## src/include/cpu_defines.svh

```systemverilog
`ifndef CPU_DEFINES_SVH
`define CPU_DEFINES_SVH

// Data and address width
`define CPU_XLEN 32

// Register file size
`define CPU_NREGS 32
`define CPU_REG_W 5

// Main memory size in words
`define CPU_MEM_DEPTH 2048

// First fetch address
`define CPU_PC_RESET 32'h0000_0000

`endif

```

## src/verilog/isa_pkg.sv

```systemverilog
`default_nettype none

`include "cpu_defines.svh"

package isa_pkg;

   typedef logic [`CPU_XLEN-1:0]  word_t;
   typedef logic [`CPU_REG_W-1:0] reg_idx_t;
   typedef logic [15:0]           imm_t;

   // Instruction type in bits 31:27
   typedef enum logic [4:0] {
      OP_NOP = 5'd0,
      OP_LDI,
      OP_LD,
      OP_ST,
      OP_ALU,
      OP_JMP
   } opcode_e;

   // ALU function in bits 2:0
   typedef enum logic [2:0] {
      FN_ADD = 3'd0,
      FN_SUB,
      FN_AND,
      FN_OR,
      FN_XOR,
      FN_SHL
   } alu_fn_e;

endpackage

`default_nettype wire

```

## src/verilog/pipe_pkg.sv

```systemverilog
`default_nettype none

package pipe_pkg;

   import isa_pkg::*;

   typedef struct packed {
      opcode_e  opcode;
      reg_idx_t rd;
      reg_idx_t ra;
      reg_idx_t rb;
      alu_fn_e  fn;
      imm_t     imm;
      logic     writes_rd;
   } decoded_t;

   // Execute to memory packet
   typedef struct packed {
      decoded_t dec;
      word_t    result;
      word_t    st_data;
      word_t    addr;
   } exe_pkt_t;

   typedef struct packed {
      logic     valid;
      reg_idx_t rd;
      word_t    data;
   } retire_t;

   typedef struct packed {
      logic  valid;
      word_t addr;
      word_t data;
   } mem_wr_t;

   typedef struct packed {
      logic  valid;
      word_t addr;
      word_t data;
   } prog_wr_t;

endpackage

`default_nettype wire

```

## src/verilog/stall_detector.sv

```systemverilog
`timescale 1ns/100ps
`default_nettype none

module stall_detector (
   input  pipe_pkg::decoded_t issue_dec,
   input  pipe_pkg::decoded_t dec_stage,
   input  pipe_pkg::decoded_t exe_stage,
   input  pipe_pkg::decoded_t mem_stage,
   output logic               stall
);

   import isa_pkg::*;
   import pipe_pkg::*;

   logic uses_ra;
   logic uses_rb;
   logic raw_hazard;
   logic jump_pending;

   // True when a later stage will still write one of our sources
   function automatic logic conflicts(decoded_t later, decoded_t cur, logic ra_on, logic rb_on);
      return later.writes_rd &&
             ((ra_on && later.rd == cur.ra) || (rb_on && later.rd == cur.rb));
   endfunction

   // LDI and NOP read nothing
   assign uses_ra = (issue_dec.opcode == OP_LD) || (issue_dec.opcode == OP_ST) ||
                    (issue_dec.opcode == OP_ALU) || (issue_dec.opcode == OP_JMP);
   assign uses_rb = (issue_dec.opcode == OP_ST) || (issue_dec.opcode == OP_ALU) ||
                    (issue_dec.opcode == OP_JMP);

   assign raw_hazard = conflicts(dec_stage, issue_dec, uses_ra, uses_rb) ||
                       conflicts(exe_stage, issue_dec, uses_ra, uses_rb) ||
                       conflicts(mem_stage, issue_dec, uses_ra, uses_rb);

   // Fetch stays frozen until the jump has left execute
   assign jump_pending = (dec_stage.opcode == OP_JMP) || (exe_stage.opcode == OP_JMP);

   assign stall = raw_hazard || jump_pending;

endmodule

`default_nettype wire

```

## config.mk

```make
export PLATFORM = sky130hd
export DESIGN_NAME = stall_detector
export DESIGN_NICKNAME = d
export VERILOG_FILES = /design/src/verilog/isa_pkg.sv /design/src/verilog/pipe_pkg.sv /design/src/verilog/stall_detector.sv
export VERILOG_INCLUDE_DIRS = /design/src /design/src/include
export SDC_FILE = /design/constraint.sdc
export NUM_CORES = 1
export LEC_CHECK = 0
export BUFFER_PORTS_ARGS = -buffer_cell sky130_fd_sc_hd__buf_2
export CAP_MARGIN = 10
export CORE_AREA = 2 2 63 65
export DETAILED_ROUTE_END_ITERATION = 10
export DIE_AREA = 0 0 65 67
export PLACE_DENSITY = 0.68
export SLEW_MARGIN = 20
export SYNTH_ARGS = -nofsm -noshare
export SYNTH_HDL_FRONTEND = slang
export SYNTH_SLANG_ARGS = --single-unit
```

## constraint.sdc

```tcl
create_clock -name vclk -period 1.48
set_input_delay 0.296 -clock vclk [all_inputs]
set_output_delay 0.296 -clock vclk [all_outputs]
set_load 0.01 [all_outputs]
```

==> summary.txt <==
Timing
  – Share of the cycle needed by the critical path after routing: 113%
  – Setup Total Neg Slack: -193 ps
  – Transition time of the tightest slew-check pin: just over 300 ps
  – FMAX: 598 MHz
  – Shortest clock period the worst path allows after layout: 1670 ps
  – RSZ-0062 raised after global routing: true
  – Fin. Hold Viols: 0
  – Worst slew slack as a fraction of its limit: 79.2%
  – Final-report max-slew violation count: 0
  – Final setup violating endpoints: 1
  – Final WS setup: -193 ps

Route
  – Wire length after detailed routing: between 1500 and 2000 µm
  – Length of the first detailed-routing pass in iterations: 4
  – DR WL/cell: 11.1 µm
  – Drt first-iter violations: 16
  – Via/cell ratio: 3.69
  – Count of antenna-violating nets left after detailed routing: 0
  – # DRC: 0
  – Total vias in the final route: 546

Setup path
  – Crit Path Max Fanout: 2
  – Critical-path cell list: buf_2 -> xor2_1 -> nor4_1 -> nand3_1 -> nand3_1 -> a221o_1 -> buf_6
  – WP data arrival: 1380 ps
  – Startpoint-to-endpoint class of the critical path: in2out
  – Cell with the largest stage delay on the worst path: nor4_1
  – Critical Path Start Type: input port
  – Cell occurring most often along the worst timing path: nand3_1
  – Delay of the slowest cell on the worst path: 340 ps
  – Kind of end point of the critical path: output port
  – Endpoint required time on the critical path: about 1200 ps

Synth
  – Area share of fa/ha/maj cells after synthesis: 0%
  – Top-area cell type share of the netlist area: 50.5%
  – Post-synth top cells: xor2_1 (24), xnor2_1 (7), nand3_1 (6), nor4_1 (6), or4bb_1 (2)
  – Largest family of logic cells by synthesized area: XOR/XNOR gates
  – Area share of xor/xnor cells in the synthesized design: around two thirds
  – Distinct cells, synth: 13
  – Syn avg cell area: 7.86 µm²
  – Dominant cells by area after synthesis: xor2_1 (50%), xnor2_1 (15%), nor4_1 (9.0%)
  – Leading area contributor after synthesis: xor2_1
  – Simple-gate portion of the synthesized area: 28.5%
  – Post-synthesis sequential area ratio: 0%
  – Multiplexer fraction of the synthesized cell area: 0%
  – Library cell with the highest instance count after synthesis: xor2_1
  – Netlist area before placement: 417 µm²
  – Synth Instances: 53
  – Synthesized-area fraction occupied by ao, oa, aoi and oai cells: 6.31%
  – Ys Warns: 0
  – Syn_nets: between 200 and 250

Finish
  – Area growth from synthesis to layout: 90.7%
  – Finished Core Util: 22.0%
  – Antenna cell count: 0
  – Fraction of final layout cells with drive strength greater than 1: a little over half
  – Clock buf count: 0
  – Sequential cell area: 0 µm²
  – Layout fillers: 411
  – Net count of the finished layout: between 200 and 300
  – Sequential cell count: 0
  – Multi-input logic area: 450 µm²
  – Final instance area: 795 µm²
  – Non-filler cells, final: ~150

Global route
  – Remaining global-route overflow: 0
  – Vias in the first global route: 525
  – Global-route wire length before repair: 2290 µm
  – Antenna violations before repair: 0
  – Overall track demand over capacity in global routing: 6.85%
  – Maximum number of pins on one net before global-route repair: 4

Die
  – Core footprint: 0.00361 mm²
  – Total die area: 0.00436 mm²
  – Rows: 22
  – Vertical extent of the die: 67 µm
  – Num ports: 161
  – Initial cell density of the core: 11.6%
  – Die Width: 65 µm

Placement
  – DP Wirelength: 1530 µm
  – Inst Count DP: 148
  – Area after DPL: a little over 700 µm²
  – GP Congestion: between 0.7 and 0.8
  – I/O Buffers: 44

CTS
  – Total setup buffers inserted after CTS: 0
  – Hold buffer count at cts: 0

Hold path
  – Worst min-delay path category: in2out

Run status
  – Outcome: finished, violations left
  – Failing checks: negative setup slack

Power and ir drop
  – Largest vdd supply drop: 0.0617 mV
  – Leakage power: 0.000360 µW
  – Power density relative to cell area: 249 mW/mm²
  – Overall power: 198 µW

Flow run
  – Number of max-cap violations: 0
where the power goes:
part	leakage [µW]	internal (µW)	switching (µW)	total, µW
combinational	0.000360	109	88.8	198
sequential	0	0	0	0
clock	0	0	0	0
total	0.000360	109	88.8	198
layout by cell type (no fill, tap or decap), types with 2 or more instances in the layout:
cell      n
buf_2    38
buf_4     2
buf_6     7
nand3_1   6
nor4_1    3
nor4_2    3
or4bb_1   2
xnor2_1   7
xor2_1   22
xor2_2    2
stage by stage:
| step | setup slack [ps] | hold WS [ps] |
|---|---|---|
| after floorplan | 61.6 | 863 |
| after global placement | -246 | 1060 |
| after detailed placement | -253 | 1060 |
| after CTS | -184 | 1060 |
| after global routing | -253 | 1110 |
| final | -193 | 1050 |
final cells by class:
| type | count | share of cell area, % |
|---|---|---|
| multi-input combinational | 53 | 56.7 |
| timing repair buffer | 47 | 35.7 |
| tap | 48 | 7.56 |
cell families after synthesis:
logic type       Yosys count
AND/OR/NAND/NOR           19
AO/OA/AOI/OAI              3
XOR/XNOR                  31
per-layer routing:
layer	GRT usage [%]	share of wire [%]
met5	0	0
met4	0	0
met3	4.39	17
met2	10.3	44
met1	8.70	39
final timing paths:
kind                      start  endpoint  slack (ps)  cells past startpoint
setup / recovery  exe_stage[31]     stall        -190                      7
hold / removal     exe_stage[0]     stall        1050                      5
critical path: cells and delay by family:
kind            cells  cell delay [ps]
buf+inv             2              210
simple gates        3              560
xor+xnor            1              150
compound gates      1              160
what timing repair did:
| action | 4_1_cts | 5_1_grt |
|---|---|---|
| resized for setup | 4 | 13 |
| pin swaps | 4 | 5 |
| setup endpoints to repair | 1 | 1 |
| gates cloned | 0 | 0 |
Note: power is estimated with default switching activity, not from simulation.
