[config.mk]
export PLATFORM = sky130hd
export DESIGN_NAME = register_file
export DESIGN_NICKNAME = d
export VERILOG_FILES = /design/src/verilog/isa_pkg.sv /design/src/verilog/pipe_pkg.sv /design/src/verilog/register_file.sv
export VERILOG_INCLUDE_DIRS = /design/src /design/src/include
export SDC_FILE = /design/constraint.sdc
export NUM_CORES = 2
export LEC_CHECK = 0
export BUFFER_PORTS_ARGS = -buffer_cell sky130_fd_sc_hd__buf_4
export CAP_MARGIN = 15
export CORE_MARGIN = 2
export CORE_UTILIZATION = 50
export CTS_CLUSTER_DIAMETER = 120
export DETAILED_ROUTE_END_ITERATION = 8
export GPL_TIMING_DRIVEN = 0
export PLACE_DENSITY = 0.66
export SLEW_MARGIN = 10
export SYNTH_ARGS = -nofsm -noshare
export SYNTH_HDL_FRONTEND = slang
export SYNTH_SLANG_ARGS = --single-unit
export TNS_END_PERCENT = 30
[constraint.sdc]
create_clock -name clk -period 6.6 [get_ports clk]
set_input_delay 0.99 -clock clk [delete_from_list [all_inputs] [get_ports clk]]
set_output_delay 0.99 -clock clk [all_outputs]
set_load 0.02 [all_outputs]
[src/include/cpu_defines.svh]
`ifndef CPU_DEFINES_SVH
`define CPU_DEFINES_SVH

// Data and address width
`define CPU_XLEN 32

// Register file size
`define CPU_NREGS 32
`define CPU_REG_W 5

// Main memory size in words
`define CPU_MEM_DEPTH 2048

// First fetch address
`define CPU_PC_RESET 32'h0000_0000

`endif

[src/verilog/isa_pkg.sv]
`default_nettype none

`include "cpu_defines.svh"

package isa_pkg;

   typedef logic [`CPU_XLEN-1:0]  word_t;
   typedef logic [`CPU_REG_W-1:0] reg_idx_t;
   typedef logic [15:0]           imm_t;

   // Instruction type in bits 31:27
   typedef enum logic [4:0] {
      OP_NOP = 5'd0,
      OP_LDI,
      OP_LD,
      OP_ST,
      OP_ALU,
      OP_JMP
   } opcode_e;

   // ALU function in bits 2:0
   typedef enum logic [2:0] {
      FN_ADD = 3'd0,
      FN_SUB,
      FN_AND,
      FN_OR,
      FN_XOR,
      FN_SHL
   } alu_fn_e;

endpackage

`default_nettype wire

[src/verilog/pipe_pkg.sv]
`default_nettype none

package pipe_pkg;

   import isa_pkg::*;

   typedef struct packed {
      opcode_e  opcode;
      reg_idx_t rd;
      reg_idx_t ra;
      reg_idx_t rb;
      alu_fn_e  fn;
      imm_t     imm;
      logic     writes_rd;
   } decoded_t;

   // Execute to memory packet
   typedef struct packed {
      decoded_t dec;
      word_t    result;
      word_t    st_data;
      word_t    addr;
   } exe_pkt_t;

   typedef struct packed {
      logic     valid;
      reg_idx_t rd;
      word_t    data;
   } retire_t;

   typedef struct packed {
      logic  valid;
      word_t addr;
      word_t data;
   } mem_wr_t;

   typedef struct packed {
      logic  valid;
      word_t addr;
      word_t data;
   } prog_wr_t;

endpackage

`default_nettype wire

[src/verilog/register_file.sv]
`timescale 1ns/100ps
`default_nettype none

`include "cpu_defines.svh"

module register_file (
   input  logic              clk,
   input  logic              rst,
   input  isa_pkg::reg_idx_t ra_idx,
   input  isa_pkg::reg_idx_t rb_idx,
   output isa_pkg::word_t    ra_data,
   output isa_pkg::word_t    rb_data,
   input  pipe_pkg::retire_t wr
);

   import isa_pkg::*;

   word_t regs [`CPU_NREGS];

   always_ff @(posedge clk or negedge rst) begin
      if (!rst) begin
         for (int i = 0; i < `CPU_NREGS; i++) begin
            regs[i] <= '0;
         end
      end else if (wr.valid) begin
         regs[wr.rd] <= wr.data;
      end
   end

   // Write-through so a consumer can issue during its producer's write-back
   assign ra_data = (wr.valid && wr.rd == ra_idx) ? wr.data : regs[ra_idx];
   assign rb_data = (wr.valid && wr.rd == rb_idx) ? wr.data : regs[rb_idx];

endmodule

`default_nettype wire

==> summary.txt <==
Die
  • Core Box Area: 108600 µm²
  • # IOs: 114
  • Die Y-Extent: 334.3 µm
  • Die ar.: between 100000 and 150000 µm²
  • Initial core utilization: 50.27%
  • Horiz. Die Dim: between 300 and 400 µm
  • Row count: 121

Worst setup path
  • Crit path cell chain: clkbuf_1, xor2_1, nor4_1, and3_1, clkbuf_1, clkbuf_1, nand2_1, o21ai_1, buf_4
  • Worst Path Arrival: 4.66 ns
  • Slowest cell on crit path: clkbuf_1
  • Worst path max stage delay: 1.11 ns
  • Setup CP Type: in -> out
  • Crit path max-delay family: buffers and inverters
  • Count of buffer and inverter cells on the critical path: 4
  • Most frequent CP cell: clkbuf_1
  • CP startpoint kind: primary input
  • Worst-path fanout max: 10
  • Worst EP required: 5.61 ns
  • CP Capture Type: output port

Power
  • Gate power share: 20.4%
  • Worst VDD drop: 231.0 µV
  • Internal power: 13.60 mW
  • Clock Power Share: 35.1%
  • Power Density: 309.0 nW/µm²
  • Switch share: 28.16%
  • P_leak: 26.72 nW
  • Sw power: roughly 5.3 mW
  • Final Power: 18.93 mW
  • Reg power frac: 44.5%

STA
  • Worst setup margin: 0.9541 ns
  • Setup TNS Final: 0 ns
  • Final Hold Viols: 0
  • Final min period: between 5 and 6 ns
  • RSZ-0062 raised after global routing: false
  • Slew of the pin with the lowest slew margin: between 1 and 1.5 ns
  • Slew HR: roughly 3.9%
  • Slew Viols, Final: 0
  • Worst clock skew: 0 ns
  • Hold_ws: roughly 0.19 ns
  • Fin crit share: between 80% and 90%
  • Achievable frequency: 177.1 MHz
  • Finish-stage setup viols: 0

Routing
  • Detailed Route WL: 197400 µm
  • Vias/cell: 6.929
  • DR WL/cell: 35.79 µm
  • Initial DRC Count: 4705
  • Drt pass-1 iters: 7
  • Antenna-violating nets left: 0
  • Remaining DRCs: 0
  • Vias: 38220

CTS
  • Setup bufs post-CTS: 0
  • # resized after CTS: 0
  • Post-CTS Hold Fix Bufs: 0
  • Clk_lat worst skew: around 0.71 ns
  • CTS Buf Count: 115
  • Number of clock sinks: 1024
  • Clock tree from TritonCTS: built
  • CTS Buffer Depth: 3
  • Worst-path clk slew: 0.06 ns
  • Htree depth: 3
  • CTS root buffer: clkbuf_16

Min path
  • Min-Delay Path Class: in -> async

Global route
  • Global-route wire length before repair: 280000 µm
  • Largest net degree at the start of global routing: between 150 and 200
  • Overflow after GRT: 0
  • All-Layer GR Usage: 35.38%
  • Initial antenna violation count: 13
  • Vias in the first global route: 38710

Job
  • Total of max-cap violations: 0

Yosys
  • Cell variety after synth: 41
  • Synth Area per Inst: 14.45 µm²
  • Synth warn: 0
  • Share of flip-flops with an asynchronous set or reset: between 90% and 100%
  • Area leader, netlist: dfrtp_1
  • Synthesized flop and latch total: 1024
  • Ranking of synthesized cells by area: dfrtp_1, mux2_2, mux4_2
  • Post-synth EDFFs: 0
  • Syn nets: 3827
  • Seq/Total Area, Yosys: 46.96%
  • Synth Flop Type: dfrtp_1
  • Mapped Cells: 3777
  • Mapped Area: roughly 55000 µm²
  • Share of the synthesized area in the top cell type: 46.96%

Place
  • Setup slack at placement: approximately 1.2 ns
  • GPL Wtd Cong: 0.9748
  • DP HPWL: 135700 µm
  • IO Port Bufs: about 100

Final layout
  • Net count, final: 4060
  • Synth-to-layout area growth: 12.24%
  • Proportion of layout cells with a drive suffix above 1: 46.01%
  • Top reg by flops: regs
  • Max reg flops: 1024
  • Largest registers: regs: 1024 flops
  • Core Util, Final: 56.42%

Status
  • Outcome: complete, no violations
-- cells in the mapped netlist, types with 13 or more instances --
cell / count
nor3_1: 13
or4_1: 58
a22oi_1: 124
nand2_1: 86
mux2_2: 1024
nand3b_1: 13
buf_4: 41
buf_2: 106
dfrtp_1: 1024
nor2_1: 84
mux4_2: 382
o211ai_1: 58
o21ai_1: 58
mux2i_1: 260
buf_1: 57
clkbuf_1: 175
o22ai_1: 128
-- routing by layer --
layer	share of wire (%)	wire length, µm	vias to the layer above	track usage, %
met5	0.063	124	-	0
met3	11	21260	551	10.76
li1	-	-	15050	-
met4	5.7	11180	16	17.39
met1	39	76840	20330	46.82
met2	45	88020	2272	53.18
-- final timing paths --
path / start / to / slack [ns] / cells past startpoint
worst min register to register: regs[798] / regs[798] / 0.52 / 1
worst max-delay path: wr[35] / ra_data[31] / 0.95 / 9
worst max register to register: regs[393] / regs[393] / 5.79 / 1
max in group asynchronous: rst / regs[335] / 3.42 / 5
worst min-delay path: rst / regs[964] / 0.19 / 1
min in group clk: regs[798] / regs[798] / 0.52 / 1
-- layout by cell type (no fill, tap or decap), types with 57 or more instances in the layout --
master,instances
mux2_2,1024
dfrtp_1,1024
mux4_2,382
mux2i_1,260
clkbuf_1,190
buf_4,144
o22ai_1,128
a22oi_1,124
clkbuf_16,115
buf_2,106
nand2_1,86
nor2_1,84
o211ai_1,58
or4_1,58
o21ai_1,58
buf_1,57
-- kinds of logic (layout without fill, tap and decap cells) --
family	Yosys count	count (layout)	share of synthesized area, %
DFF	1024	1024	46.96
and+or+nand+nor	301	301	2.894
AOI/OAI and AO/OA	376	376	4.634
xor gates and xnor gates	10	10	0.1605
other	0	5	0
buffers and inverters	400	720	3.680
muxes	1666	1666	41.67
-- power by group through the flow --
stage,clock network (mW),logic [mW],registers [mW]
2_1_floorplan,0,2.80,8.18
6_report,6.64,3.87,8.42
3_5_place_dp,0,3.82,8.47
3_3_place_gp,0,3.71,8.39
5_1_grt,6.92,4.08,8.56
4_1_cts,6.66,3.83,8.37
-- per-stage QoR --
| step | cell area (µm²) | cells |
|---|---|---|
| floorplan | 54560 | 3777 |
| detailed placement | 57380 | 5305 |
| CTS | 61210 | 5509 |
| global placement | 57110 | 5295 |
| global route | 61240 | 5513 |
| finish | 61240 | 5516 |
-- final cells by class --
| type | instances | area [µm²] |
|---|---|---|
| diodes | 5 | 12.51 |
| well taps | 1414 | 1769 |
| multi-input cells | 2353 | 26930 |
| clock inverters | 44 | 514.2 |
| repair buffers | 116 | 1061 |
| flip-flops and latches | 1024 | 25620 |
| clock buffers | 160 | 3317 |
| plain buffers | 400 | 2012 |
| fillers | 8840 | 47310 |
Note: power is estimated with default switching activity, not from simulation.
