===== src/include/cpu_defines.svh =====
`ifndef CPU_DEFINES_SVH
`define CPU_DEFINES_SVH

// Data and address width
`define CPU_XLEN 32

// Register file size
`define CPU_NREGS 32
`define CPU_REG_W 5

// Main memory size in words
`define CPU_MEM_DEPTH 2048

// First fetch address
`define CPU_PC_RESET 32'h0000_0000

`endif


===== src/verilog/isa_pkg.sv =====
`default_nettype none

`include "cpu_defines.svh"

package isa_pkg;

   typedef logic [`CPU_XLEN-1:0]  word_t;
   typedef logic [`CPU_REG_W-1:0] reg_idx_t;
   typedef logic [15:0]           imm_t;

   // Instruction type in bits 31:27
   typedef enum logic [4:0] {
      OP_NOP = 5'd0,
      OP_LDI,
      OP_LD,
      OP_ST,
      OP_ALU,
      OP_JMP
   } opcode_e;

   // ALU function in bits 2:0
   typedef enum logic [2:0] {
      FN_ADD = 3'd0,
      FN_SUB,
      FN_AND,
      FN_OR,
      FN_XOR,
      FN_SHL
   } alu_fn_e;

endpackage

`default_nettype wire


===== src/verilog/pipe_pkg.sv =====
`default_nettype none

package pipe_pkg;

   import isa_pkg::*;

   typedef struct packed {
      opcode_e  opcode;
      reg_idx_t rd;
      reg_idx_t ra;
      reg_idx_t rb;
      alu_fn_e  fn;
      imm_t     imm;
      logic     writes_rd;
   } decoded_t;

   // Execute to memory packet
   typedef struct packed {
      decoded_t dec;
      word_t    result;
      word_t    st_data;
      word_t    addr;
   } exe_pkt_t;

   typedef struct packed {
      logic     valid;
      reg_idx_t rd;
      word_t    data;
   } retire_t;

   typedef struct packed {
      logic  valid;
      word_t addr;
      word_t data;
   } mem_wr_t;

   typedef struct packed {
      logic  valid;
      word_t addr;
      word_t data;
   } prog_wr_t;

endpackage

`default_nettype wire


===== src/verilog/stage_exe.sv =====
`timescale 1ns/100ps
`default_nettype none

module stage_exe (
   input  logic               clk,
   input  logic               rst,
   input  pipe_pkg::decoded_t dec_in,
   input  isa_pkg::word_t     ra_val,
   input  isa_pkg::word_t     rb_val,
   output pipe_pkg::exe_pkt_t exe_out,
   output logic               jump_taken,
   output isa_pkg::word_t     jump_target
);

   import isa_pkg::*;

   word_t alu_res;
   word_t result;

   always_comb begin
      case (dec_in.fn)
         FN_ADD:  alu_res = ra_val + rb_val;
         FN_SUB:  alu_res = ra_val - rb_val;
         FN_AND:  alu_res = ra_val & rb_val;
         FN_OR:   alu_res = ra_val | rb_val;
         FN_XOR:  alu_res = ra_val ^ rb_val;
         FN_SHL:  alu_res = ra_val << rb_val[4:0];
         default: alu_res = '0;
      endcase
   end

   // Immediates are zero-extended
   assign result = (dec_in.opcode == OP_LDI) ? word_t'(dec_in.imm) : alu_res;

   // Register-indirect jump, taken on a nonzero condition
   assign jump_taken  = (dec_in.opcode == OP_JMP) && (ra_val != '0);
   assign jump_target = rb_val;

   always_ff @(posedge clk or negedge rst) begin
      if (!rst) begin
         exe_out <= '0;
      end else begin
         exe_out.dec     <= dec_in;
         exe_out.result  <= result;
         exe_out.st_data <= ra_val;
         // Stores address through rb, loads through ra
         exe_out.addr    <= (dec_in.opcode == OP_ST) ? rb_val : ra_val;
      end
   end

   // Only bubbles follow a jump into execute while it resolves
   a_jump_shadow: assert property (@(posedge clk) disable iff (!rst)
      (dec_in.opcode == OP_JMP) |=>
         (dec_in.opcode == OP_NOP) ##1 (dec_in.opcode == OP_NOP));

endmodule

`default_nettype wire


===== config.mk =====
export PLATFORM = sky130hd
export DESIGN_NAME = stage_exe
export DESIGN_NICKNAME = d
export VERILOG_FILES = /design/src/verilog/isa_pkg.sv /design/src/verilog/pipe_pkg.sv /design/src/verilog/stage_exe.sv
export VERILOG_INCLUDE_DIRS = /design/src /design/src/include
export SDC_FILE = /design/constraint.sdc
export NUM_CORES = 1
export LEC_CHECK = 0
export ABC_AREA = 1
export BUFFER_PORTS_ARGS = -buffer_cell sky130_fd_sc_hd__buf_2
export CAP_MARGIN = 20
export CORE_MARGIN = 2
export CORE_UTILIZATION = 55
export CTS_CLUSTER_SIZE = 28
export DETAILED_ROUTE_END_ITERATION = 6
export HOLD_SLACK_MARGIN = 0.05
export PLACE_DENSITY = 0.82
export SLEW_MARGIN = 10
export SYNTH_ARGS = -nofsm -noshare
export SYNTH_HDL_FRONTEND = slang
export SYNTH_SLANG_ARGS = --single-unit

===== constraint.sdc =====
create_clock -name clk -period 1 [get_ports clk]
set_clock_uncertainty 0.1 [all_clocks]
set_input_delay 0.2 -clock clk [delete_from_list [all_inputs] [get_ports clk]]
set_output_delay 0.2 -clock clk [all_outputs]
set_load 0.02 [all_outputs]

==> results of run 1 <==
## metal layers
layer,global-route usage,GRT overflow
met1,0.768,3
met2,0.942,38
met3,0.620,0
met4,0.737,56
met5,0.368,0
## metrics by stage
stage	cell area, um2	setup WS (ps)	TNS, ps	instances
after detailed placement	15000	-2250	-70630	2395
after floorplan	11400	-1760	-54210	1628
after global placement	15000	-2200	-67860	2395
after CTS	18500	-1580	-77870	2548
## kinds of logic after synthesis
group / after synthesis
flip-flops: 136
XOR/XNOR: 31
AO/OA/AOI/OAI: 174
buffers and inverters: 295
adder cells (fa/ha/maj): 98
AND/OR/NAND/NOR: 894
## repair_timing
item	CTS
hold buffers	67
gates cloned	2
resized for setup	507
setup buffers	53
pin swaps	105
endpoints found under the hold margin	219
setup endpoints to repair	176
==> impl_metrics.json, run 1 <==
{
  "die_height_um": 146,
  "clock_path_buffers": 2,
  "synthXorXnorAreaFrac": 0.0246,
  "cts-root-buf": "clkbuf_16",
  "syn_area_per_cell_um2": 6.79,
  "start_util": 0.564,
  "ys_ff_latch": 136,
  "port_buffers": 274,
  "numCtsBuffers": 17,
  "netlist_area_um2": 11100,
  "synth_mux_area_frac": 0,
  "error_line": "[ERROR GRT-0116] Global routing finished with congestion. Check the congestion regions in the DRC Viewer.",
  "synth_most_common_cell": "nand2_1",
  "syn_nets": 1832,
  "ys_warn_count": 0,
  "rows": 51,
  "yosysTopAreaCell": "dfrtp_1",
  "grt_max_degree": 36,
  "status": "aborted with a tool error",
  "synth-edff-count": 0,
  "synth-simple-area-share": 0.348,
  "fp.dieW_um": 146,
  "grt_overflow": 97,
  "yosysSeqAreaShare": 0.308,
  "synthTopCellsByCount": "nand2_1 (533), inv_1 (204), nand3_1 (199)",
  "synth_top_family_by_area": "simple AND/OR/NAND/NOR gates",
  "syn_inst": 1628,
  "postSynth.asyncResetShare": 1.00,
  "cts.sinks": 136,
  "failing_step": "global routing (5_1_grt)",
  "ios": 275,
  "synth_top_area_share": 0.308,
  "htreeDepth": 4,
  "synth_compound_area_frac": 0.0922,
  "synthTopCellsByArea": "dfrtp_1 (31%), nand2_1 (18%), ha_1 (11%), nand3_1 (9.0%), inv_1 (6.9%)",
  "grt_usage": 0.770,
  "synthAdderAreaFrac": 0.112,
  "synth_ff_type": "dfrtp_1",
  "grt_pass1_vias": 19900,
  "place.gp.congestion": 1.07,
  "synth.distinct_cells": 44,
  "grt_pass1_wl_mm": 124,
  "dp_hpwl_mm": 37.9
}
==> run 2, diff against run 1 <==
--- a/config.mk
+++ b/config.mk
@@ -10,11 +10,9 @@
 export BUFFER_PORTS_ARGS = -buffer_cell sky130_fd_sc_hd__buf_2
 export CAP_MARGIN = 20
 export CORE_MARGIN = 2
-export CORE_UTILIZATION = 55
-export CTS_CLUSTER_SIZE = 28
+export CORE_UTILIZATION = 40
 export DETAILED_ROUTE_END_ITERATION = 6
-export HOLD_SLACK_MARGIN = 0.05
-export PLACE_DENSITY = 0.82
+export PLACE_DENSITY_LB_ADDON = 0.15
 export SLEW_MARGIN = 10
 export SYNTH_ARGS = -nofsm -noshare
 export SYNTH_HDL_FRONTEND = slang
==> run 2 against run 1 <==
The flow now finishes, with violations (setup timing). Area after synthesis is the same. Synthesized cell count is the same.
==> impl_metrics.json, run 2 <==
{
  "finalHoldViolations": 0,
  "grt_overflow": 0,
  "syn_area_per_cell_um2": 6.79,
  "start_util": 0.409,
  "min_from": "ra_val[30]",
  "num_vias": 14000,
  "crit_fanout": 4,
  "violations": "setup timing",
  "synth-edff-count": 0,
  "max_cap_violations": 0,
  "synth_top_area_share": 0.308,
  "endpoint_kind": "flop",
  "grt_use_met2": 0.570,
  "internal-power_uw": 14000,
  "htreeDepth": 4,
  "grt_pass1_wl_mm": 77.9,
  "hold_path.class": "input port to flop",
  "syn_nets": 1832,
  "crit_path_start_kind": "input port",
  "netSwitchingPower_uw": 8940,
  "worstPathArrival_ps": 2860,
  "critPathRequiredTime_ps": 1230,
  "dp.cells": 2476,
  "grt_pass1_vias": 13300,
  "netlist_area_um2": 11100,
  "final_area_um2": 19300,
  "die-area_um2": 29000,
  "fp.dieW_um": 170,
  "synthTopCellsByCount": "nand2_1 (533), inv_1 (204), nand3_1 (199)",
  "wl_mm": 53.9,
  "rows": 60,
  "grt_antenna_before_repair": 1,
  "leakage_uw": 0.0102,
  "final_net_count": 2478,
  "status": "finished with violations",
  "wire_per_inst_um": 20.5,
  "mostFrequentLayoutCell": "nand2_1",
  "seqCellArea_um2": 3400,
  "period_share": 2.63,
  "core_um2": 27000,
  "worst_pin_slew_ps": 448,
  "fin_crit_ps": 2630,
  "yosysTopAreaCell": "dfrtp_1",
  "clk_pin_slew_worst_paths_ps": 70,
  "cts-root-buf": "clkbuf_16",
  "postSynth.asyncResetShare": 1.00,
  "cts_tree": "built",
  "grt_util_met1": 0.520,
  "area_delta_synth_final_pct": 74.2,
  "synthTopCellsByArea": "dfrtp_1 (31%), nand2_1 (18%), ha_1 (11%), nand3_1 (9.0%), inv_1 (6.9%)",
  "largest_reg_flops": 136,
  "syn_inst": 1628,
  "drive_gt1_frac": 0.436,
  "grt_usage": 0.360,
  "regMostFlops": "exe_out",
  "power.share.clock": 0.295,
  "final_cell_mix": "nand2_1 (441), buf_4 (327), buf_6 (192)",
  "slew_headroom": 0.701,
  "detail-route-antenna-nets": 0,
  "dp_hpwl_mm": 40.1,
  "post_dp_cell_area_um2": 15100,
  "viasPerCell": 5.34,
  "min_path_cells": 2,
  "numCtsBuffers": 17,
  "synth.distinct_cells": 44,
  "p_seq_frac": 0.267,
  "powerDensity_nw_per_um2": 1190,
  "clock_path_buffers": 2,
  "n_fill_cell": 2108,
  "rsz0062_at_grt": "yes",
  "setup_viol_count_final": 169,
  "ys_warn_count": 0,
  "firstDrtPassIters": 6,
  "switching_share": 0.390,
  "synth_ff_type": "dfrtp_1",
  "grt_max_degree": 64,
  "holdPathEnd": "exe_out[62]",
  "place.gp.congestion": 0.966,
  "maxSlewViolCount": 0,
  "drtIter0Drc": 1539,
  "synth_most_common_cell": "nand2_1",
  "fmax_ghz": 0.380,
  "yosysSeqAreaShare": 0.308,
  "reg.largest.list": "exe_out x136",
  "cts.sinks": 136,
  "grt-busiest-layer": "met2",
  "multi_input_area_um2": 7740,
  "met3_usage": 0.0344,
  "ys_ff_latch": 136,
  "die_height_um": 170,
  "layout_setup_ws_ps": -1630,
  "port_buffers": 274,
  "crit_type": "input port to flop",
  "fin_cells": 2629,
  "drc": 0,
  "ios": 275,
  "irDropWorstVdd_mv": 1.17,
  "power_frac_comb": 0.438
}
run 2: cell counts after synthesis:
No cell type changed its count.
run 2: timing repair:
item | 4_1_cts | 5_1_grt
resized for setup | 482 | 216
cloned | 3 | 0
setup endpoints to repair | 175 | 172
pin swaps | 66 | 130
endpoints found under the hold margin | 197 | 0
hold buffers | 45 | 0
buffers inserted | 43 | 38
run 2: per-stage QoR:
step | setup TNS [ps] | util | setup slack, ps | total power (uW) | hold slack (ps)
finish | -78410 | 0.713 | -1630 | 22900 | 15.9
global route | -85490 | 0.713 | -1810 | 23900 | 8.54
CTS | -76390 | 0.674 | -1600 | 21900 | 0.342
detailed placement | -71430 | 0.558 | -2250 | 13500 | -44.7
global placement | -70310 | 0.558 | -2280 | 13400 | -42.9
floorplan | -54210 | - | -1760 | 9930 | -196
run 2: logic make-up after synthesis:
kind of cell,Yosys count,synth area share
buffers and inverters,295,0.116
adder cells (fa/ha/maj),98,0.112
flip-flops,136,0.308
AND/OR/NAND/NOR,894,0.348
XOR/XNOR,31,0.0246
AO/OA/AOI/OAI,174,0.0922
run 2: how the worst max path moves through the flow:
stage                   start     endpoint  slack (ps)  depth (start not counted)
finish              rb_val[1]  exe_out[88]       -1630                         22
global route        rb_val[1]  exe_out[94]       -1810                         20
CTS                 rb_val[0]  exe_out[88]       -1600                         23
detailed placement  rb_val[1]  exe_out[88]       -2250                         23
global placement    rb_val[2]  exe_out[78]       -2280                         19
floorplan           rb_val[0]  exe_out[92]       -1760                         23
run 2: layer usage:
layer	vias to the layer above	wire, um	part of all wire
li1	6514	-	-
met1	6762	23100	0.43
met2	688	25100	0.47
met3	85	4370	0.081
met4	0	1360	0.025
met5	-	0	0
run 2: cell type report:
class                           count  area share
Timing Repair Buffer              710       0.324
Clock inverter                     15     0.00890
Sequential cell                   136       0.177
Tap cell                          341      0.0221
Antenna cell                        1    0.000130
Multi-Input combinational cell   1197       0.402
Inverter                          212      0.0443
Clock buffer                       17      0.0221
run 2: power by group through the flow:
stage                     Sequential, uW  Clock [uW]  Combinational [uW]
after floorplan                     6660           0                3280
after global placement              6110           0                7310
after detailed placement            6110           0                7350
after CTS                           6110        6800                8950
after global routing                6150        7020               10700
final                               6120        6760               10000
run 2: worst max-delay path, cell delays in order:
cell and delay, ps:
buf_12 110, buf_12 120, nor2_8 90, nand2_4 90, nor2_4 200, nand2_2 110, nor2_4 140, nor2_1 100
a21oi_1 150, xor2_1 90, ha_1 360, nand2_2 110, nor2_2 150, inv_2 80, nor2_4 100, nand4_1 190
nand2_1 120, nand2_1 50, inv_1 40, nor2_1 30, nor2_1 130, nor2_1 70
No activity file was read; power rests on OpenSTA's default activity.
==> run 3, diff against run 2 <==
--- a/config.mk
+++ b/config.mk
@@ -9,8 +9,10 @@
 export ABC_AREA = 1
 export BUFFER_PORTS_ARGS = -buffer_cell sky130_fd_sc_hd__buf_2
 export CAP_MARGIN = 20
+export CELL_PAD_IN_SITES_DETAIL_PLACEMENT = 2
+export CELL_PAD_IN_SITES_GLOBAL_PLACEMENT = 2
 export CORE_MARGIN = 2
-export CORE_UTILIZATION = 40
+export CORE_UTILIZATION = 29
 export DETAILED_ROUTE_END_ITERATION = 6
 export PLACE_DENSITY_LB_ADDON = 0.15
 export SLEW_MARGIN = 10
==> run 3 against run 2 <==
Synthesized cell count unchanged. Area after synthesis unchanged. The run now fails in clock tree synthesis (4_1_cts).
==> impl_metrics.json, run 3 <==
{
  "status": "aborted with a tool error",
  "failing_step": "clock tree synthesis (4_1_cts)",
  "error_line": "[ERROR DPL-0033] detailed placement checks failed during check placement.",
  "synthTopCellsByCount": "nand2_1 (533), inv_1 (204), nand3_1 (199)",
  "syn_area_per_cell_um2": 6.79,
  "netlist_area_um2": 11100,
  "dp_hpwl_mm": 52.9,
  "synth_ff_type": "dfrtp_1",
  "start_util": 0.294,
  "port_buffers": 274,
  "synth-edff-count": 0,
  "ios": 275,
  "ys_ff_latch": 136,
  "synth_most_common_cell": "nand2_1",
  "synthTopCellsByArea": "dfrtp_1 (31%), nand2_1 (18%), ha_1 (11%), nand3_1 (9.0%), inv_1 (6.9%)",
  "syn_inst": 1628,
  "cts.sinks": 136,
  "yosysTopAreaCell": "dfrtp_1",
  "rows": 71,
  "cts-root-buf": "clkbuf_16",
  "postCtsHoldBufs": 64,
  "cts_resized": 654,
  "fp.dieW_um": 199,
  "synth.distinct_cells": 44,
  "place_ws_ps": -2410,
  "clock_path_buffers": 2,
  "postCtsSetupRepairBufs": 73,
  "place.gp.congestion": 0.961,
  "syn_nets": 1832,
  "postSynth.asyncResetShare": 1.00,
  "yosysSeqAreaShare": 0.308,
  "post_dp_cell_area_um2": 15700,
  "numCtsBuffers": 17,
  "die_height_um": 199,
  "synth_top_area_share": 0.308,
  "htreeDepth": 4,
  "ys_warn_count": 0
}
[run 3: cell families after synthesis]
| family | count (synthesis) | share of synthesized area |
|---|---|---|
| xor+xnor | 31 | 0.0246 |
| fa+ha+maj | 98 | 0.112 |
| flops | 136 | 0.308 |
| compound gates | 174 | 0.0922 |
| buf+inv | 295 | 0.116 |
| simple gates | 894 | 0.348 |
[run 3: stage by stage]
stage | hold WS [ps] | cells | setup TNS, ps
after floorplan | -196 | 1628 | -54210
after detailed placement | 8.03 | 2690 | -78250
after global placement | 9.56 | 2690 | -73440
