<file path="config.mk">
export PLATFORM = sky130hd
export DESIGN_NAME = instr_decoder
export DESIGN_NICKNAME = d
export VERILOG_FILES = /design/src/verilog/isa_pkg.sv /design/src/verilog/pipe_pkg.sv /design/src/verilog/instr_decoder.sv
export VERILOG_INCLUDE_DIRS = /design/src /design/src/include
export SDC_FILE = /design/constraint.sdc
export NUM_CORES = 1
export LEC_CHECK = 0
export BUFFER_PORTS_ARGS = -buffer_cell sky130_fd_sc_hd__buf_2
export CAP_MARGIN = 40
export CORE_MARGIN = 3
export CORE_UTILIZATION = 31
export DETAILED_ROUTE_END_ITERATION = 8
export GPL_TIMING_DRIVEN = 1
export PLACE_DENSITY = 0.92
export RECOVER_POWER = 100
export SYNTH_ARGS = -nofsm -noshare
export SYNTH_HDL_FRONTEND = slang
export SYNTH_SLANG_ARGS = --single-unit
</file>
<file path="constraint.sdc">
create_clock -name vclk -period 1.2
set_input_delay 0.06 -clock vclk [all_inputs]
set_output_delay 0.06 -clock vclk [all_outputs]
set_load 0.005 [all_outputs]
</file>
<file path="src/include/cpu_defines.svh">
`ifndef CPU_DEFINES_SVH
`define CPU_DEFINES_SVH

// Data and address width
`define CPU_XLEN 32

// Register file size
`define CPU_NREGS 32
`define CPU_REG_W 5

// Main memory size in words
`define CPU_MEM_DEPTH 2048

// First fetch address
`define CPU_PC_RESET 32'h0000_0000

`endif

</file>
<file path="src/verilog/isa_pkg.sv">
`default_nettype none

`include "cpu_defines.svh"

package isa_pkg;

   typedef logic [`CPU_XLEN-1:0]  word_t;
   typedef logic [`CPU_REG_W-1:0] reg_idx_t;
   typedef logic [15:0]           imm_t;

   // Instruction type in bits 31:27
   typedef enum logic [4:0] {
      OP_NOP = 5'd0,
      OP_LDI,
      OP_LD,
      OP_ST,
      OP_ALU,
      OP_JMP
   } opcode_e;

   // ALU function in bits 2:0
   typedef enum logic [2:0] {
      FN_ADD = 3'd0,
      FN_SUB,
      FN_AND,
      FN_OR,
      FN_XOR,
      FN_SHL
   } alu_fn_e;

endpackage

`default_nettype wire

</file>
<file path="src/verilog/pipe_pkg.sv">
`default_nettype none

package pipe_pkg;

   import isa_pkg::*;

   typedef struct packed {
      opcode_e  opcode;
      reg_idx_t rd;
      reg_idx_t ra;
      reg_idx_t rb;
      alu_fn_e  fn;
      imm_t     imm;
      logic     writes_rd;
   } decoded_t;

   // Execute to memory packet
   typedef struct packed {
      decoded_t dec;
      word_t    result;
      word_t    st_data;
      word_t    addr;
   } exe_pkt_t;

   typedef struct packed {
      logic     valid;
      reg_idx_t rd;
      word_t    data;
   } retire_t;

   typedef struct packed {
      logic  valid;
      word_t addr;
      word_t data;
   } mem_wr_t;

   typedef struct packed {
      logic  valid;
      word_t addr;
      word_t data;
   } prog_wr_t;

endpackage

`default_nettype wire

</file>
<file path="src/verilog/instr_decoder.sv">
`timescale 1ns/100ps
`default_nettype none

module instr_decoder (
   input  isa_pkg::word_t     instr,
   output pipe_pkg::decoded_t dec
);

   import isa_pkg::*;

   opcode_e op;

   assign op = opcode_e'(instr[31:27]);

   always_comb begin
      dec = '0;
      case (op)
         OP_LDI, OP_LD, OP_ST, OP_ALU, OP_JMP: begin
            dec.opcode = op;
            dec.rd     = instr[26:22];
            dec.ra     = instr[21:17];
            dec.rb     = instr[16:12];
            dec.fn     = alu_fn_e'(instr[2:0]);
            // Overlaps rb, only meaningful for OP_LDI
            dec.imm    = instr[15:0];
            dec.writes_rd = (op == OP_LDI) || (op == OP_LD) || (op == OP_ALU);
         end
         // Unknown opcodes run as a nop
         default: begin
            dec = '0;
         end
      endcase
   end

endmodule

`default_nettype wire

</file>
==> results.ini, run 1 <==
[yosys]
post_synth_num_cell_types = 13
yosys-top-cells-area = nor3b_2 (49%), buf_4 (17%), nor3b_1 (12%), buf_6 (6.9%), nor4b_1 (3.6%)
ys_top_cells_by_count = nor3b_2 (19), buf_4 (11), nor3b_1 (8)
synth_top_area_share_pct = 48.8
synth_cells = 51
ys_warn_count = 0
avgSynthCellArea_um2 = 9.54
yosysMostFrequentCell = nor3b_2
synth_area_um2 = 487
ys_seq_area_share_pct = 0
yosys.area.top_type = nor3b_2

[route]
wire_per_inst_um = 11.8
drtAntennaViolNets = 0
routed_wl_um = 1510
drc = 0
drtIter0Drc = 6
vias = 603
drtPass1Iterations = 2
viasPerCell = 4.71

[floorplanning]
core_area_um2 = 1380
dieArea_um2 = 2080
die_h_um = 45.6
io-pin-count = 72
std_cell_rows = 13
start_util_pct = 35.2
die_w_um = 45.6

[final_layout]
antenna_cells = 0
fin_nets = 147
fin_cells = 128
seqCellArea_um2 = 0
design.seq.count = 0
clock_buffers = 0
fin_area_um2 = 754
area_growth_pct = 55.0
drive_gt1_share_pct = 54.0

[pwr]
switching_power_uw = 90.2
combPwrFrac_pct = 100.0
sequentialPowerShare_pct = 0
peakVddDrop_uv = 156
power.density_nw_per_um2 = 266
power.leakage_uw = 0.000325
internal_power_uw = 111
switching_share_pct = 44.9
pwr-share-clk_pct = 0

[timing]
fmax_mhz = 881
period_share_pct = 94.6
setup_ws_ns = 0.0653
finalHoldViolations = 0
rsz0062_at_grt = false
fin_setup_tns_ns = 0
period_needed_ns = 1.13
setup_viol = 0
maxSlewViolCount = 0

[global_routing]
grt_pass1_wl_um = 2240
grt_util_all_layers_pct = 13.8
antenna_found_initial = 0
first_global_vias = 543
grt_overflow = 0
grt_max_degree = 29

[placement]
place_area_um2 = 812
pre_cts_ws_ns = 0.0879
globalplace.congestion = 0.624
dp_hpwl_um = 1260
port_buffers = 70
dp.cells = 128

[critical_path]
critical_path.max_fanout = 28
end_kind = output port
worstPathArrival_ns = 1.07
startpoint_type = input port
cp_data_required_time_ns = 1.14
worstSetupPathType = input port to output port

[clock_network]
cts_resized = 0
cts_setup_buffers = 0
ctsHoldBuffers = 0

[worst_hold_path]
hold_path_class = input port to output port

[flow_run]
drv_cap = 0

[status]
status = finished clean

## metrics by stage
| step | hold slack [ns] | utilization, % | total power [µW] |
|---|---|---|---|
| 6_report | 0.376 | 54.6 | 201 |
| 3_3_place_gp | 0.392 | 58.7 | 208 |
| 2_1_floorplan | 0.153 | - | 117 |
| 5_1_grt | 0.405 | 54.6 | 225 |
| 4_1_cts | 0.396 | 58.7 | 216 |
| 3_5_place_dp | 0.395 | 58.7 | 216 |
## power groups by stage
stage,clock [µW],sequential [µW],combinational [µW]
finish,0,0,201
global route,0,0,225
CTS,0,0,216
detailed placement,0,0,216
global placement,0,0,208
floorplan,0,0,117
## layer usage
metal / vias up / routed length (µm) / track usage [%]
met1: 262 / 459 / 13.3
li1: 298 / - / -
met3: 0 / 222 / 0.791
met2: 43 / 832 / 31.5
met5: - / 0 / 0
met4: 0 / 0 / 0
## critical path, cell delays in order
cell,delay (ns)
buf_2,0.11
a211o_1,0.33
buf_12,0.18
nor3b_1,0.23
buf_2,0.16
## placed cells by master, fill, tap and decap left out
cell type,count
buf_12,2
buf_2,40
a211o_1,1
nor2_1,1
nor3b_2,15
inv_1,1
o21a_1,1
nor3_4,1
buf_4,3
clkbuf_1,30
a2111oi_0,1
nor3b_1,12
nor4b_1,2
xnor2_1,1
conb_1,2
## worst paths after layout
path              startpoint  cells after the start  slack (ns)      end
setup / recovery   instr[29]                      5        0.07  dec[21]
hold / removal     instr[31]                      3        0.38  dec[37]
## cells by family (layout without fill, tap and decap cells)
family | count (synthesis) | count (layout) | share of synthesized area, %
other | 1 | 2 | 0.770
AND/OR/NAND/NOR | 31 | 31 | 67.6
buffers and inverters | 15 | 76 | 24.7
AO/OA/AOI/OAI | 3 | 3 | 5.14
XOR/XNOR | 1 | 1 | 1.80
## area by class of cell
class	instances	area [µm²]
inverters	1	3.75
multi-input cells	37	357
well taps	15	18.8
repair buffers	75	375
fillers	151	628
No activity file was read; power rests on OpenSTA's default activity.
==> inputs of run 2 (changes only) <==
Settings changed: PLACE_DENSITY 0.92 to 0.84.
==> results.ini, run 2 (synthesis results as in run 1) <==
[clock_network]
cts_resized = 0  ; unchanged
ctsHoldBuffers = 0  ; unchanged
cts_setup_buffers = 0  ; unchanged

[global_routing]
grt_pass1_wl_um = 2010  ; was 2240 µm
grt_util_all_layers_pct = 12.1  ; was 13.8%
use_met1_pct = 13.8  ; was 13.3%
antenna_found_initial = 0  ; unchanged
grt_overflow = 0  ; unchanged
top_usage_layer = met2  ; unchanged
grt_max_degree = 29  ; unchanged
grtUsageMet2_pct = 25.1  ; was 31.5%
use_met3_pct = 0.791  ; unchanged
first_global_vias = 456  ; was 543

[floorplanning]
std_cell_rows = 13  ; unchanged
start_util_pct = 35.2  ; unchanged
die_h_um = 45.6  ; unchanged
die_w_um = 45.6  ; unchanged
io-pin-count = 72  ; unchanged
dieArea_um2 = 2080  ; unchanged
core_area_um2 = 1380  ; unchanged

[placement]
port_buffers = 70  ; unchanged
dp_hpwl_um = 1160  ; was 1260 µm
pre_cts_ws_ns = 0.0898  ; was 0.0879 ns
globalplace.congestion = 0.629  ; was 0.624

[timing]
fmax_mhz = 891  ; was 881 MHz
finalHoldViolations = 0  ; unchanged
period_needed_ns = 1.12  ; was 1.13 ns
maxSlewViolCount = 0  ; unchanged
period_share_pct = 93.5  ; was 94.6%
rsz0062_at_grt = false  ; unchanged
holdWs_ns = 0.376  ; about the same
setup_ws_ns = 0.0777  ; was 0.0653 ns
fin_setup_tns_ns = 0  ; unchanged
setup_viol = 0  ; unchanged

[final_layout]
clock_buffers = 0  ; unchanged
seqCellArea_um2 = 0  ; unchanged
drive_gt1_share_pct = 57.1  ; was 54.0%
layout_common_cells = buf_2 (39), clkbuf_1 (27), nor3b_2 (16), nor3b_1 (11), clkbuf_2 (4)  ; was buf_2 (40), clkbuf_1 (30), nor3b_2 (15), nor3b_1 (12), buf_4 (3)
final_common_cell = buf_2  ; unchanged
antenna_cells = 0  ; unchanged
design.seq.count = 0  ; unchanged
area_growth_pct = 52.7  ; was 55.0%
fin_nets = 146  ; was 147

[pwr]
peakVddDrop_uv = 137  ; was 156 µV
power.density_nw_per_um2 = 260  ; was 266 nW/µm²
power.leakage_uw = 0.000328  ; was 0.000325 µW

[route]
viasPerCell = 4.57  ; was 4.71
drtAntennaViolNets = 0  ; unchanged
drc = 0  ; unchanged
drtIter0Drc = 5  ; was 6
vias = 580  ; was 603
wire_per_inst_um = 11.0  ; was 11.8 µm
drtPass1Iterations = 2  ; unchanged
routed_wl_um = 1390  ; was 1510 µm

[critical_path]
worstSetupPathType = input port to output port  ; unchanged
cp_data_required_time_ns = 1.14  ; about the same
end_kind = output port  ; unchanged
startpoint_type = input port  ; unchanged
critical_path.max_fanout = 28  ; unchanged
worstPathArrival_ns = 1.06  ; was 1.07 ns

[worst_hold_path]
hold_path_class = input port to output port  ; unchanged
holdPathStages = 3  ; unchanged

[status]
status = finished clean  ; unchanged

[flow_run]
drv_cap = 0  ; unchanged

-- run 2: cell count changes in the layout (fill, tap and decap cells not counted) --
cell and delta:
clkbuf_1 -3, buf_12 -1, nor3b_2 +1, clkbuf_2 +4
buf_2 -1, nor3b_1 -1
-- run 2: area by class of cell --
| class | count | area, µm² |
|---|---|---|
| fill | 156 | 639 |
| multi-input combinational | 37 | 362 |
| timing repair buffer | 74 | 359 |
| tap | 15 | 18.8 |
| inverter | 1 | 3.75 |
-- run 2: metal layers --
| metal | share of wire [%] | vias up |
|---|---|---|
| met3 | 15 | 0 |
| li1 | - | 296 |
| met4 | 0 | 0 |
| met1 | 36 | 244 |
| met2 | 49 | 40 |
| met5 | 0 | - |
-- run 2: path summary, 6_finish.rpt --
check / start / slack [ns] / end
worst max-delay path: instr[28] / 0.08 / dec[1]
worst min-delay path: instr[30] / 0.38 / dec[37]
-- run 2: power breakdown --
group          internal, µW  switching, µW  total, µW
sequential                0              0          0
combinational           106           87.3        193
clock                     0              0          0
total                   106           87.3        193
-- run 2: worst max-delay path, stage by stage --
cell and delay (ns):
buf_2 0.15, a211o_1 0.30, buf_12 0.18, nor3b_1 0.22
buf_2 0.15
-- run 2: through the flow --
step / std cells / util, % / instance area (µm²) / power (µW)
global route: 127 / 53.8 / 743 / 216
finish: 127 / 53.8 / 743 / 193
detailed placement: 127 / 57.3 / 792 / 205
floorplan: 52 / - / 490 / 117
global placement: 127 / 57.3 / 792 / 201
CTS: 127 / 57.3 / 792 / 206
==> inputs of run 3 (changes only) <==
Settings changed: ABC_CLOCK_PERIOD_IN_PS set to 1200, PLACE_DENSITY 0.84 to 0.91.
==> results.ini, run 3 (synthesis results as in run 1) <==
[global_routing]
grt_max_degree = 29  ; unchanged
grt_overflow = 0  ; unchanged
grt_pass1_wl_um = 2010  ; unchanged
first_global_vias = 486  ; was 456
grt_util_all_layers_pct = 11.9  ; was 12.1%
antenna_found_initial = 0  ; unchanged

[route]
drc = 0  ; unchanged
wire_per_inst_um = 11.5  ; was 11.0 µm
drtAntennaViolNets = 0  ; unchanged
viasPerCell = 4.67  ; was 4.57
routed_wl_um = 1450  ; was 1390 µm
drtIter0Drc = 3  ; was 5
drtPass1Iterations = 2  ; unchanged
vias = 589  ; was 580

[floorplanning]
dieArea_um2 = 2080  ; unchanged
core_area_um2 = 1380  ; unchanged
die_w_um = 45.6  ; unchanged
die_h_um = 45.6  ; unchanged
std_cell_rows = 13  ; unchanged
start_util_pct = 35.2  ; unchanged
io-pin-count = 72  ; unchanged

[critical_path]
critical_path.max_fanout = 28  ; unchanged
worstSetupPathType = input port to output port  ; unchanged
worstPathArrival_ns = 1.07  ; was 1.06 ns
cp_data_required_time_ns = 1.14  ; about the same
startpoint_type = input port  ; unchanged
end_kind = output port  ; unchanged

[final_layout]
area_growth_pct = 54.8  ; was 52.7%
seqCellArea_um2 = 0  ; unchanged
clock_buffers = 0  ; unchanged
n_fill_cell = 144  ; was 156
antenna_cells = 0  ; unchanged
fin_nets = 145  ; was 146
layout_common_cells = buf_2 (36), clkbuf_1 (30), nor3b_2 (18), nor3b_1 (8), clkbuf_2 (4)  ; was buf_2 (39), clkbuf_1 (27), nor3b_2 (16), nor3b_1 (11), clkbuf_2 (4)
drive_gt1_share_pct = 56.8  ; was 57.1%
final_common_cell = buf_2  ; unchanged
design.seq.count = 0  ; unchanged

[pwr]
power.leakage_uw = 0.000317  ; was 0.000328 µW
power.density_nw_per_um2 = 261  ; was 260 nW/µm²
peakVddDrop_uv = 185  ; was 137 µV

[timing]
finalHoldViolations = 0  ; unchanged
fin_setup_tns_ns = 0  ; unchanged
maxSlewViolCount = 0  ; unchanged
period_share_pct = 93.9  ; was 93.5%
rsz0062_at_grt = false  ; unchanged
fmax_mhz = 887  ; was 891 MHz
holdWs_ns = 0.373  ; was 0.376 ns
setup_viol = 0  ; unchanged
setup_ws_ns = 0.0726  ; was 0.0777 ns
period_needed_ns = 1.13  ; was 1.12 ns

[flow_run]
drv_cap = 0  ; unchanged

[placement]
dp_hpwl_um = 1200  ; was 1160 µm
pre_cts_ws_ns = 0.0821  ; was 0.0898 ns
globalplace.congestion = 0.689  ; was 0.629
port_buffers = 70  ; unchanged

[worst_hold_path]
hold_path_class = input port to output port  ; unchanged

[clock_network]
cts_setup_buffers = 0  ; unchanged

[status]
status = finished clean  ; unchanged

-- run 3: cell types whose count changed in the layout (fill, tap and decap cells not counted) --
cell / previous run / this run
buf_2: 39 / 36
clkbuf_1: 27 / 30
buf_4: 3 / 2
nor3b_1: 11 / 8
nor3b_2: 16 / 18
nor3b_4: 0 / 1
-- run 3: report_power, final --
group / total (µW) / internal (µW) / switching, µW
Sequential: 0 / 0 / 0
Combinational: 197 / 106 / 90.7
Clock: 0 / 0 / 0
-- run 3: layout make-up --
type                            instances  area (µm²)  area share [%]
Inverter                                1        3.75           0.498
Tap cell                               15        18.8            2.49
Timing Repair Buffer                   73         348            46.2
Multi-Input combinational cell         37         383            50.8
-- run 3: timing repair --
item,CTS,global route
endpoints found under the setup margin,0,2
hold buffers,0,0
gates resized for setup,0,2
endpoints found under the hold margin,0,0
-- run 3: through the flow --
| step | cell area (µm²) | cells | util (%) | total power [µW] |
|---|---|---|---|---|
| after floorplan | 490 | 52 | - | 117 |
| after global placement | 785 | 126 | 56.7 | 198 |
| after global routing | 753 | 126 | 54.5 | 217 |
| final | 753 | 126 | 54.5 | 197 |
| after CTS | 785 | 126 | 56.7 | 204 |
| after detailed placement | 785 | 126 | 56.7 | 204 |
-- run 3: worst paths after layout --
kind	start	cells past startpoint	slack (ns)	end
hold / removal	instr[31]	3	0.37	dec[36]
setup / recovery	instr[29]	5	0.07	dec[16]
-- run 3: worst max-delay path, stage by stage --
cell and delay [ns]:
buf_2 0.14, a211o_1 0.33, buf_12 0.18, nor3b_2 0.19, clkbuf_1 0.14
-- run 3: metal layers --
metal	global-route usage, %	wire length (µm)
met1	14.5	511
met2	23.4	701
met3	1.19	237
met4	0	0
met5	0	0
